### src/common/axil_regs_pkg.sv
package axil_regs_pkg;

    // ----------------------------------------
    // bus widths and register window
    // ----------------------------------------
    localparam int AXIL_ADDR_W = 32;
    localparam int AXIL_DATA_W = 32;
    localparam logic [AXIL_ADDR_W-1:0] AXIL_BASE_ADDR = 32'h4000_0000;

    localparam int NUM_REGS = 6;
    localparam int REG_ID_W = $clog2(NUM_REGS);

    typedef logic [AXIL_ADDR_W-1:0] axil_addr_t;
    typedef logic [AXIL_DATA_W-1:0] axil_data_t;

    // axi response codes, only the two the slave ever drives
    typedef enum logic [1:0] {
        OKAY   = 2'b00,
        SLVERR = 2'b10
    } axil_resp_t;

    typedef logic [REG_ID_W-1:0] reg_id_t;

    // ----------------------------------------
    // register map
    // ----------------------------------------
    // offset is relative to AXIL_BASE_ADDR
    typedef struct packed {
        axil_addr_t offset;
        logic       memory_mapped;
        logic       clear_on_read;
        logic       trigger_on_write;
    } reg_entry_t;

    // order of entries defines the register id
    // 0x0c and anything past 0x18 stay unmapped
    localparam reg_entry_t REG_MAP [NUM_REGS] = '{
        // ctrl
        '{offset: 32'h00, memory_mapped: 1'b1, clear_on_read: 1'b0, trigger_on_write: 1'b0},
        // scratch
        '{offset: 32'h04, memory_mapped: 1'b1, clear_on_read: 1'b0, trigger_on_write: 1'b0},
        // limit
        '{offset: 32'h08, memory_mapped: 1'b1, clear_on_read: 1'b0, trigger_on_write: 1'b0},
        // status, sticky hw events, cleared by a read
        '{offset: 32'h10, memory_mapped: 1'b1, clear_on_read: 1'b1, trigger_on_write: 1'b0},
        // start, pulse only and never stored
        '{offset: 32'h14, memory_mapped: 1'b0, clear_on_read: 1'b0, trigger_on_write: 1'b1},
        // mode, stored and pulsed
        '{offset: 32'h18, memory_mapped: 1'b1, clear_on_read: 1'b0, trigger_on_write: 1'b1}
    };

    // register that accumulates hw_events
    localparam reg_id_t REG_STATUS_ID = 3;

    // result of an address lookup
    typedef struct packed {
        logic       found;
        reg_id_t    id;
        reg_entry_t entry;
    } reg_hit_t;

    // ----------------------------------------
    // channel to bank requests
    // ----------------------------------------
    typedef struct packed {
        logic       req;
        reg_id_t    id;
        axil_data_t data;
    } bank_write_t;

    typedef struct packed {
        logic    req;
        reg_id_t id;
    } bank_clear_t;

    typedef axil_data_t [NUM_REGS-1:0] reg_values_t;

    // linear scan of the map, a miss returns all zero with found low
    function automatic reg_hit_t decode_reg_addr(axil_addr_t addr);
        reg_hit_t   hit;
        axil_addr_t offset;
        hit    = '0;
        offset = addr - AXIL_BASE_ADDR;
        for (int i = 0; i < NUM_REGS; i++) begin
            if (REG_MAP[i].offset == offset) begin
                hit.found = 1'b1;
                hit.id    = reg_id_t'(i);
                hit.entry = REG_MAP[i];
            end
        end
        return hit;
    endfunction

endpackage

### src/rtl/axil_read_channel.sv
`timescale 1ns/10ps

module axil_read_channel
    import axil_regs_pkg::*;
(
    input  logic        clk,
    input  logic        rst_n,

    // AR channel
    input  logic        arvalid,
    input  axil_addr_t  araddr,
    output logic        arready,

    // R channel
    output logic        rvalid,
    input  logic        rready,
    output axil_data_t  rdata,
    output axil_resp_t  rresp,

    // register bank side
    input  reg_values_t reg_values,
    output bank_clear_t clear_req
);

    typedef enum logic [1:0] {
        RD_READY,
        RD_FETCH,
        RD_VALID
    } rd_state_t;

    rd_state_t  state;
    rd_state_t  state_next;
    axil_addr_t araddr_q;
    reg_hit_t   rd_hit;
    logic       ar_hs;
    logic       r_hs;

    // ----------------------------------------
    // handshakes
    // ----------------------------------------
    assign arready = (state == RD_READY);
    assign rvalid  = (state == RD_VALID);
    assign ar_hs   = arvalid & arready;
    assign r_hs    = rvalid & rready;

    // ----------------------------------------
    // fsm
    // ----------------------------------------
    always_ff @(posedge clk) begin
        if (!rst_n) begin
            state <= RD_READY;
        end else begin
            state <= state_next;
        end
    end

    always_comb begin
        state_next = state;
        case (state)
            RD_READY: if (ar_hs) state_next = RD_FETCH;
            // always exactly one fetch cycle
            RD_FETCH: state_next = RD_VALID;
            RD_VALID: if (r_hs) state_next = RD_READY;
            default:  state_next = RD_READY;
        endcase
    end

    // ----------------------------------------
    // address capture and decode
    // ----------------------------------------
    always_ff @(posedge clk) begin
        if (ar_hs) begin
            araddr_q <= araddr;
        end
    end

    // map lookup works on the registered address, off the bus path
    assign rd_hit = decode_reg_addr(araddr_q);

    // ----------------------------------------
    // response and clear-on-read
    // ----------------------------------------
    always_ff @(posedge clk) begin
        if (!rst_n) begin
            rresp     <= SLVERR;
            clear_req <= '0;
        end else begin
            // clear request is a single cycle pulse
            clear_req.req <= 1'b0;
            if (state == RD_FETCH) begin
                if (rd_hit.found) begin
                    rdata         <= reg_values[rd_hit.id];
                    rresp         <= OKAY;
                    clear_req.req <= rd_hit.entry.clear_on_read;
                    clear_req.id  <= rd_hit.id;
                end else begin
                    rdata <= '0;
                    rresp <= SLVERR;
                end
            end else if (r_hs) begin
                // idle value between transfers
                rresp <= SLVERR;
            end
        end
    end

endmodule

### src/rtl/axil_write_channel.sv
`timescale 1ns/10ps

module axil_write_channel
    import axil_regs_pkg::*;
(
    input  logic                clk,
    input  logic                rst_n,

    // AW channel
    input  logic                awvalid,
    input  axil_addr_t          awaddr,
    output logic                awready,

    // W channel
    input  logic                wvalid,
    input  axil_data_t          wdata,
    output logic                wready,

    // B channel
    output logic                bvalid,
    input  logic                bready,
    output axil_resp_t          bresp,

    // register bank side
    output bank_write_t         write_req,
    output logic [NUM_REGS-1:0] write_trigger
);

    typedef enum logic [1:0] {
        WR_ADDR,
        WR_DATA,
        WR_RESP
    } wr_state_t;

    wr_state_t  state;
    wr_state_t  state_next;
    axil_addr_t awaddr_q;
    reg_hit_t   wr_hit;
    logic       aw_hs;
    logic       w_hs;
    logic       b_hs;

    // ----------------------------------------
    // handshakes
    // ----------------------------------------
    // wready only after the address is taken, W before AW just waits
    assign awready = (state == WR_ADDR);
    assign wready  = (state == WR_DATA);
    assign bvalid  = (state == WR_RESP);
    assign aw_hs   = awvalid & awready;
    assign w_hs    = wvalid & wready;
    assign b_hs    = bvalid & bready;

    // unmapped writes are answered OKAY as well
    assign bresp = (state == WR_RESP) ? OKAY : SLVERR;

    // ----------------------------------------
    // fsm
    // ----------------------------------------
    always_ff @(posedge clk) begin
        if (!rst_n) begin
            state <= WR_ADDR;
        end else begin
            state <= state_next;
        end
    end

    always_comb begin
        state_next = state;
        case (state)
            WR_ADDR: if (aw_hs) state_next = WR_DATA;
            WR_DATA: if (w_hs) state_next = WR_RESP;
            WR_RESP: if (b_hs) state_next = WR_ADDR;
            default: state_next = WR_ADDR;
        endcase
    end

    // ----------------------------------------
    // address capture and decode
    // ----------------------------------------
    always_ff @(posedge clk) begin
        if (aw_hs) begin
            awaddr_q <= awaddr;
        end
    end

    // decode settles while waiting for W
    assign wr_hit = decode_reg_addr(awaddr_q);

    // ----------------------------------------
    // bank write and trigger pulses
    // ----------------------------------------
    always_ff @(posedge clk) begin
        if (!rst_n) begin
            write_req     <= '0;
            write_trigger <= '0;
        end else begin
            // both are one cycle pulses
            write_req.req <= 1'b0;
            write_trigger <= '0;
            if (w_hs) begin
                write_req.id   <= wr_hit.id;
                write_req.data <= wdata;
                if (wr_hit.found) begin
                    write_req.req                <= wr_hit.entry.memory_mapped;
                    write_trigger[wr_hit.id]     <= wr_hit.entry.trigger_on_write;
                end
            end
        end
    end

endmodule

### src/rtl/reg_bank.sv
`timescale 1ns/10ps

module reg_bank
    import axil_regs_pkg::*;
(
    input  logic        clk,
    input  logic        rst_n,

    // requests from the two channels
    input  bank_write_t write_req,
    input  bank_clear_t clear_req,

    // sticky event inputs for the status register
    input  axil_data_t  hw_events,

    output reg_values_t reg_values
);

    reg_values_t values_next;

    // ----------------------------------------
    // merge of write, clear and events
    // ----------------------------------------
    always_comb begin
        values_next = reg_values;
        for (int i = 0; i < NUM_REGS; i++) begin
            // a write on the same id beats a clear
            if (write_req.req && write_req.id == reg_id_t'(i)) begin
                values_next[i] = write_req.data;
            end else if (clear_req.req && clear_req.id == reg_id_t'(i)) begin
                values_next[i] = '0;
            end
        end
        // events OR in after the clear, so bits arriving in the
        // clearing cycle are kept
        values_next[REG_STATUS_ID] = values_next[REG_STATUS_ID] | hw_events;
    end

    // ----------------------------------------
    // storage
    // ----------------------------------------
    always_ff @(posedge clk) begin
        if (!rst_n) begin
            reg_values <= '0;
        end else begin
            reg_values <= values_next;
        end
    end

endmodule

### src/rtl/axil_reg_slave.sv
`timescale 1ns/10ps

module axil_reg_slave
    import axil_regs_pkg::*;
(
    input  logic                clk,
    input  logic                rst_n,

    // ----------------------------------------
    // axi4-lite slave port
    // ----------------------------------------
    input  logic                awvalid,
    input  axil_addr_t          awaddr,
    output logic                awready,
    input  logic                wvalid,
    input  axil_data_t          wdata,
    output logic                wready,
    output logic                bvalid,
    input  logic                bready,
    output axil_resp_t          bresp,
    input  logic                arvalid,
    input  axil_addr_t          araddr,
    output logic                arready,
    output logic                rvalid,
    input  logic                rready,
    output axil_data_t          rdata,
    output axil_resp_t          rresp,

    // ----------------------------------------
    // hardware side
    // ----------------------------------------
    input  axil_data_t          hw_events,
    output reg_values_t         reg_values,
    output logic [NUM_REGS-1:0] write_trigger
);

    bank_write_t write_req;
    bank_clear_t clear_req;

    // read path, also issues clear-on-read requests
    axil_read_channel u_read_channel (
        .clk        (clk),
        .rst_n      (rst_n),
        .arvalid    (arvalid),
        .araddr     (araddr),
        .arready    (arready),
        .rvalid     (rvalid),
        .rready     (rready),
        .rdata      (rdata),
        .rresp      (rresp),
        .reg_values (reg_values),
        .clear_req  (clear_req)
    );

    // write path, runs independently of the read path
    axil_write_channel u_write_channel (
        .clk           (clk),
        .rst_n         (rst_n),
        .awvalid       (awvalid),
        .awaddr        (awaddr),
        .awready       (awready),
        .wvalid        (wvalid),
        .wdata         (wdata),
        .wready        (wready),
        .bvalid        (bvalid),
        .bready        (bready),
        .bresp         (bresp),
        .write_req     (write_req),
        .write_trigger (write_trigger)
    );

    // bank contents go both to readback and out to the hardware
    reg_bank u_reg_bank (
        .clk        (clk),
        .rst_n      (rst_n),
        .write_req  (write_req),
        .clear_req  (clear_req),
        .hw_events  (hw_events),
        .reg_values (reg_values)
    );

endmodule

### config.mk
export PLATFORM = sky130hd
export DESIGN_NAME = axil_reg_slave
export DESIGN_NICKNAME = d
export VERILOG_FILES = /design/src/common/axil_regs_pkg.sv /design/src/rtl/axil_read_channel.sv /design/src/rtl/axil_write_channel.sv /design/src/rtl/reg_bank.sv /design/src/rtl/axil_reg_slave.sv
export SDC_FILE = /design/constraint.sdc
export NUM_CORES = 1
export LEC_CHECK = 0
export ABC_AREA = 1
export BUFFER_PORTS_ARGS = -buffer_cell sky130_fd_sc_hd__clkbuf_2
export CELL_PAD_IN_SITES_DETAIL_PLACEMENT = 0
export CELL_PAD_IN_SITES_GLOBAL_PLACEMENT = 1
export CORE_MARGIN = 3
export CORE_UTILIZATION = 42
export DETAILED_ROUTE_END_ITERATION = 6
export GPL_TIMING_DRIVEN = 0
export PLACE_DENSITY_LB_ADDON = 0.1
export SYNTH_ARGS = -nofsm -noshare
export SYNTH_HDL_FRONTEND = slang
export SYNTH_SLANG_ARGS = --single-unit
### constraint.sdc
create_clock -name clk -period 7.8 [get_ports clk]
set_input_delay 1.17 -clock clk [delete_from_list [all_inputs] [get_ports clk]]
set_output_delay 1.17 -clock clk [all_outputs]
set_load 0.02 [all_outputs]
==> results.yml, run 1 <==
detailed_routing:
  routed_wirelength_um: 56800
  route.antenna.remaining_nets: 0
  viasPerCell: 5.33
  drtPass1Iterations: 5
  route.detailed.drc: 0
  detailroute.via_count: 14988
  drtIter0Drc: 1137
  post_drt_wl_per_cell_um: 20.2
clock_tree:
  post_cts_resize_count: 0
  htreeDepth: 2
  insertion_delay_ns: 0.55
  cts.sink_count: 339
  cts_buffers: 39
  cts_post_setup_buffers_inserted: 0
  tritoncts_clock_tree: "done"
  max-clock-path-buffers: 3
  clock_pin_transition_on_the_worst_setup_and_hold_timing_paths_ns: 0.06
  ctsHoldBuffers: 0
  cts.root.buffer_cell: "clkbuf_16"
sta:
  worst_setup_skew_after_layout_ns: 0.0119
  worst-slew-pin-transition_ns: 1.16
  rsz0062_at_grt: "false"
  post_route_setup_tns_ns: 0
  final_setup_vio_count: 0
  relative_slew_margins: 0.224
  finalWorstPathRequiredPeriod_ns: 2.55
  final_min_period_over_clock_period: 0.328
  max_clock_freq_mhz: 391
  finalHoldViolCount: 0
  count_of_pins_over_their_slew_limit: 0
  setup_slack_ns: 5.25
power_and_ir_drop:
  leakage_nw: 7.63
  pwr_density_cell_nw_per_um2: 210
  sequentialPowerShare: 0.485
  clockPowerShare: 0.462
  p_comb_frac: 0.052
  irDropWorstVdd_v: 0.000198
  internal_power_mw: 3.01
  switching_power_mw: 0.917
  power_switching_share: 0.234
place:
  dp_hpwl_um: 44600
  gp_routability_congestion: 0.917
  placement.io_buffers: 371
  preCtsSetupSlack_ns: 4.92
synthesis:
  synthFlopType: "dfxtp_1"
  synth_seq_cells: 339
  synth_async_sr_flop_share: 0
  post_synth_inst_count: 1908
  synth-seq-area-share: 0.518
  yosys.area.top_type: "dfxtp_1"
  post_synth_main_area_contributors: "dfxtp_1 33%, edfxtp_1 19%, nand3_1 15%"
  synth_warnings: 0
  number_of_enable_flip_flop_cells_after_synthesis: 96
  post_synth_most_frequent_cells: "436 x nand3_1, 428 x nand2_1, 260 x a21oi_1"
  post_synthesis_average_cell_area_um2: 7.84
  netlist.area_leader.share: 0.325
  post-synth-top-count-cell: "nand3_1"
  synth_area_um2: 15000
  synthDistinctLibCells: 32
setup_path:
  worstSetupStartpointType: "flip-flop"
  setup.worst_path.class: "reg2reg"
  worstReg2RegEnd: "u_reg_bank.reg_values[130]"
  rr_startpoint: "u_write_channel.write_req[33]"
  ff2ff_setup_slack_ns: 5.25
  startpoint: "u_write_channel.write_req[33]"
  data_required_time_at_the_worst_endpoint_ns: 8.20
  end_kind: "flip-flop"
  critical_path_peak_fanout: 10
  critical_path_arrival_ns: 2.95
  r2r_cells: 6
  critical_path.endpoint: "u_reg_bank.reg_values[130]"
global_routing:
  gr-usage-all-layers: 0.291
  grt_max_degree: 33
  antenna_violations_before_repair: 0
  first_global_vias: 14643
  global_route_wire_length_before_repair_um: 86000
  grt.overflow.total: 0
finish:
  nNetsFinal: 2463
  area.growth.synth_to_final_pct: 25.1
  drive_above_1_share: 0.232
  num-fill-cells: 3463
  antenna-diode-count: 0
  reg_area_um2: 7750
  multiInputGateArea_um2: 6280
  finalCoreUtilization: 0.538
die:
  die_h_um: 195
  design.portCount: 374
  fp.coreArea_um2: 34800
  floorplan.rows: 68
  die_w_um: 195
  dieArea_um2: 37900
  floorplan.initialDensity: 0.430
worst_hold_path:
  min-delay-path-class: "reg2reg"
outcome:
  status: "completed"
flow_run:
  max-cap-violations: 0
## power groups by stage
| stage | clock, mW | sequential (mW) | combinational (mW) |
|---|---|---|---|
| floorplan | 0 | 1.95 | 0.0894 |
| global placement | 0 | 1.94 | 0.201 |
| detailed placement | 0 | 1.94 | 0.207 |
| CTS | 1.85 | 1.91 | 0.208 |
| global route | 1.92 | 1.91 | 0.228 |
| finish | 1.82 | 1.91 | 0.206 |
## metal layers
metal / GRT usage / vias up / wire, um
met4: 0.102 / 0 / 1810
li1: - / 7332 / -
met1: 0.384 / 6860 / 23300
met2: 0.470 / 698 / 26000
met5: 0 / - / 0
met3: 0.0679 / 98 / 5800
## kinds of logic (layout without fill, tap and decap cells)
kind of cell           Yosys count  in the layout  synth area share
buffers and inverters          213            658            0.0651
other                            1              6          0.000251
flip-flops                     339            339             0.518
AO/OA/AOI/OAI                  278            278            0.0937
AND/OR/NAND/NOR               1077           1077             0.323
## flip-flops by register name, indices dropped and copies added (netlist names)
register                       cells
u_read_channel.rdata              32
u_read_channel.rresp               1
u_write_channel.write_req         36
u_reg_bank.reg_values            192
u_write_channel.state              2
u_read_channel.araddr_q           32
u_read_channel.state               2
u_write_channel.write_trigger      6
u_write_channel.awaddr_q          32
u_read_channel.clear_req           4
## through the flow
step	hold WS [ns]	instances	total power [mW]	area (um2)
floorplan	0.445	1913	2.04	15000
global placement	0.458	2739	2.14	17400
detailed placement	0.467	2742	2.15	17500
CTS	0.485	2813	3.96	18700
global route	0.521	2813	4.06	18700
finish	0.489	2813	3.93	18700
## worst min-delay path by stage
stage                               start  slack (ns)                    endpoint  depth (start not counted)
4_1_cts           u_read_channel.rresp[1]        0.49     u_read_channel.rresp[1]                          2
3_5_place_dp      u_read_channel.rresp[1]        0.47     u_read_channel.rresp[1]                          2
2_1_floorplan     u_read_channel.state[1]        0.45     u_read_channel.state[0]                          1
3_3_place_gp      u_read_channel.state[1]        0.46     u_read_channel.state[0]                          1
5_1_grt        u_reg_bank.reg_values[107]        0.52  u_reg_bank.reg_values[107]                          2
6_report          u_read_channel.rresp[1]        0.49     u_read_channel.rresp[1]                          2
## critical path, stage by stage (launching register included)
cell and delay [ns]:
dfxtp_1 0.29, buf_2 0.17, nor2_1 0.88, nand2_1 0.48, clkbuf_1 0.35, nand3_1 0.16
a21oi_1 0.07
## cell usage in the layout (no fill, tap or decap), types with 12 or more instances in the layout
master       n
clkbuf_2   371
nor2_1     120
inv_1       54
buf_1       12
nand3_1    436
a21oi_1    260
edfxtp_1    96
o21ai_0     12
nand2_2     21
buf_6       12
nand2_1    428
nand4_1     34
buf_2       39
dfxtp_1    243
clkbuf_1    92
clkbuf_16   41
nor2_2      23
## cell type report
type / count / share of cell area
Inverter: 63 / 0.0126
Tap cell: 455 / 0.0304
Buffer: 150 / 0.0394
Timing Repair Buffer: 374 / 0.101
Clock buffer: 53 / 0.0583
Sequential cell: 339 / 0.414
Multi-Input combinational cell: 1361 / 0.335
Clock inverter: 18 / 0.00882
No activity file was read; power rests on OpenSTA's default activity.
==> inputs of run 2 (changes only) <==
--- a/config.mk
+++ b/config.mk
@@ -5,12 +5,12 @@
 export SDC_FILE = /design/constraint.sdc
 export NUM_CORES = 1
 export LEC_CHECK = 0
-export ABC_AREA = 1
+export ABC_AREA = 0
 export BUFFER_PORTS_ARGS = -buffer_cell sky130_fd_sc_hd__clkbuf_2
 export CELL_PAD_IN_SITES_DETAIL_PLACEMENT = 0
 export CELL_PAD_IN_SITES_GLOBAL_PLACEMENT = 1
 export CORE_MARGIN = 3
-export CORE_UTILIZATION = 42
+export CORE_UTILIZATION = 39
 export DETAILED_ROUTE_END_ITERATION = 6
 export GPL_TIMING_DRIVEN = 0
 export PLACE_DENSITY_LB_ADDON = 0.1
==> constraint.sdc (replaced) <==
create_clock -name clk -period 2.51 [get_ports clk]
set_input_delay 0.3765 -clock clk [delete_from_list [all_inputs] [get_ports clk]]
set_output_delay 0.3765 -clock clk [all_outputs]
set_load 0.02 [all_outputs]
==> run 2 against run 1 <==
Power rose to 3.1 times the previous value. Flip-flop and latch count unchanged. Sequential power rose to 3.1 times the previous value. Utilization down 2.3 points. Clock power rose to 2.9 times the previous value. Cell area down 12%. Critical path depth unchanged. Worst hold slack worse by 0.46 ns. Non-clock buffer count down 41. Clock skew up 0.00071 ns.
==> results.yml, run 2 <==
sta:
  count_of_pins_over_their_slew_limit: 0
  max_clock_freq_mhz: 418
  final_setup_vio_count: 0
  worst-slew-pin-transition_ns: 0.822
  finalHoldViolCount: 0
  worst_setup_skew_after_layout_ns: 0.0126
  final_min_period_over_clock_period: 0.953
  setup_slack_ns: 0.118
  relative_slew_margins: 0.452
  rsz0062_at_grt: "false"
  finalWorstPathRequiredPeriod_ns: 2.39
detailed_routing:
  drtIter0Drc: 1086
  post_drt_wl_per_cell_um: 23.3
  detailroute.via_count: 11767
  route.antenna.remaining_nets: 0
  drtPass1Iterations: 5
  route.detailed.drc: 0
  routed_wirelength_um: 48700
  viasPerCell: 5.63
power_and_ir_drop:
  internal_power_mw: 9.19
  leakage_nw: 6.42
  irDropWorstVdd_v: 0.000452
  p_comb_frac: 0.069
  sequentialPowerShare: 0.489
  clockPowerShare: 0.442
  power_switching_share: 0.239
  switching_power_mw: 2.88
  pwr_density_cell_nw_per_um2: 735
die:
  design.portCount: 374
  die_h_um: 187
  floorplan.rows: 65
  floorplan.initialDensity: 0.399
  fp.coreArea_um2: 31900
  dieArea_um2: 34800
  die_w_um: 187
synthesis:
  synth_area_um2: 12700
  post-synth-top-count-cell: "dfxtp_1"
  synth_async_sr_flop_share: 0
  netlist.area_leader.share: 0.383
  synth_seq_cells: 339
  synth-seq-area-share: 0.609
  yosys.area.top_type: "dfxtp_1"
  synth_warnings: 0
  post_synth_most_frequent_cells: "243 x dfxtp_1, 236 x nor2_1, 191 x a22oi_1"
  post_synthesis_average_cell_area_um2: 10.5
  number_of_enable_flip_flop_cells_after_synthesis: 96
  synthFlopType: "dfxtp_1"
  post_synth_inst_count: 1209
  post_synth_main_area_contributors: "dfxtp_1 38%, edfxtp_1 23%, a22oi_1 11%"
  synthDistinctLibCells: 50
flow_run:
  max-cap-violations: 0
clock_tree:
  clock_pin_transition_on_the_worst_setup_and_hold_timing_paths_ns: 0.06
  htreeDepth: 2
  cts_buffers: 38
  tritoncts_clock_tree: "done"
  cts.sink_count: 339
  cts.root.buffer_cell: "clkbuf_16"
  ctsHoldBuffers: 0
  max-clock-path-buffers: 3
  insertion_delay_ns: 0.52
place:
  dp_hpwl_um: 34900
  gp_routability_congestion: 0.816
  preCtsSetupSlack_ns: -0.164
  place_area_um2: 15200
  placement.io_buffers: 370
setup_path:
  critical_path_arrival_ns: 2.70
  ff2ff_setup_slack_ns: 0.12
  critical_path_peak_fanout: 10
  worstSetupStartpointType: "flip-flop"
  setup.worst_path.class: "reg2reg"
  data_required_time_at_the_worst_endpoint_ns: 2.82
  end_kind: "flip-flop"
finish:
  layout_commonest_cell: "clkbuf_2"
  max_ffs_per_register: 192
  layout_common_cells: "381 x clkbuf_2, 243 x dfxtp_1, 236 x nor2_1, 191 x a22oi_1, 99 x clkbuf_1"
  finalCoreUtilization: 0.515
  drive_above_1_share: 0.280
  antenna-diode-count: 0
  max_flop_register: "u_reg_bank.reg_values"
  nNetsFinal: 1762
  layout_top_registers: "u_reg_bank.reg_values: 192 flops, u_write_channel.write_req: 36 flops"
  fin_area_um2: 16400
  area.growth.synth_to_final_pct: 29.1
worst_hold_path:
  min-delay-path-class: "in2reg"
global_routing:
  grt.overflow.total: 0
  global_route_wire_length_before_repair_um: 72300
  grt_max_degree: 33
  first_global_vias: 11563
  gr-usage-all-layers: 0.269
  antenna_violations_before_repair: 0
outcome:
  status: "completed"
run 2: cell count changes in the layout (fill, tap and decap cells not counted), moves of 44 or more:
cell,delta
nand2_1,-354
nand3_1,-434
a22oi_1,+191
nor2_1,+116
a21oi_1,-220
inv_1,-44
run 2: final timing paths:
check,start,cells past startpoint,to
worst max-delay path,u_read_channel.araddr_q[3],6,u_read_channel.rdata[1]
worst min-delay path,araddr[23],1,u_read_channel.araddr_q[23]
worst max register to register,u_read_channel.araddr_q[3],6,u_read_channel.rdata[1]
worst min register to register,u_write_channel.state[1],1,u_write_channel.state[0]
run 2: worst max-delay path, stage by stage, from the launching register on:
cell and delay, ns:
edfxtp_1 0.35, buf_2 0.24, nor2_1 0.12, xnor2_1 0.39, clkbuf_1 0.64, nor2_1 0.08
o32ai_1 0.36
run 2: metrics by stage:
stage | instances | hold slack, ns | total power [mW] | setup TNS [ns]
2_1_floorplan | 1214 | 0.463 | 6.44 | 0
3_3_place_gp | 2019 | 0.495 | 6.82 | -32.39
3_5_place_dp | 2021 | 0.502 | 6.84 | -3.98
4_1_cts | 2090 | 0.0131 | 12.2 | 0
5_1_grt | 2091 | 0.0137 | 12.5 | 0
6_report | 2091 | 0.0272 | 12.1 | 0
run 2: cell type report:
type,instances,area (um2)
tap,435,544
fill,3087,15500
inverter,11,41.3
sequential,339,7750
multi-input combinational,754,4520
clock buffer,56,1090
clock inverter,13,95.1
buffer,110,469
timing repair buffer,373,1910
run 2: cells by family after synthesis:
logic type,after synthesis,share of synthesized area
xor+xnor,4,0.00276
buf+inv,121,0.0390
compound gates,377,0.220
other cells,1,0.000295
flops,339,0.609
simple gates,365,0.127
mux,2,0.00157
run 2: what timing repair did:
action                                  4_1_cts  5_1_grt
hold endpoints to repair                      0        0
setup buffers                                 0        1
gates resized for setup                       6       16
endpoints found under the setup margin        9       44
run 2: per-layer routing:
metal | up-vias | GRT usage | wire length, um
met5 | - | 0 | 0
met4 | 0 | 0.0899 | 1530
met3 | 88 | 0.0552 | 4170
met2 | 632 | 0.436 | 22500
met1 | 5678 | 0.361 | 20500
li1 | 5369 | - | -
run 2: power groups by stage:
stage	logic [mW]	clock network (mW)	registers (mW)
2_1_floorplan	0.387	0	6.05
3_3_place_gp	0.801	0	6.02
3_5_place_dp	0.819	0	6.02
4_1_cts	0.825	5.42	5.91
5_1_grt	0.897	5.64	5.92
6_report	0.828	5.34	5.91
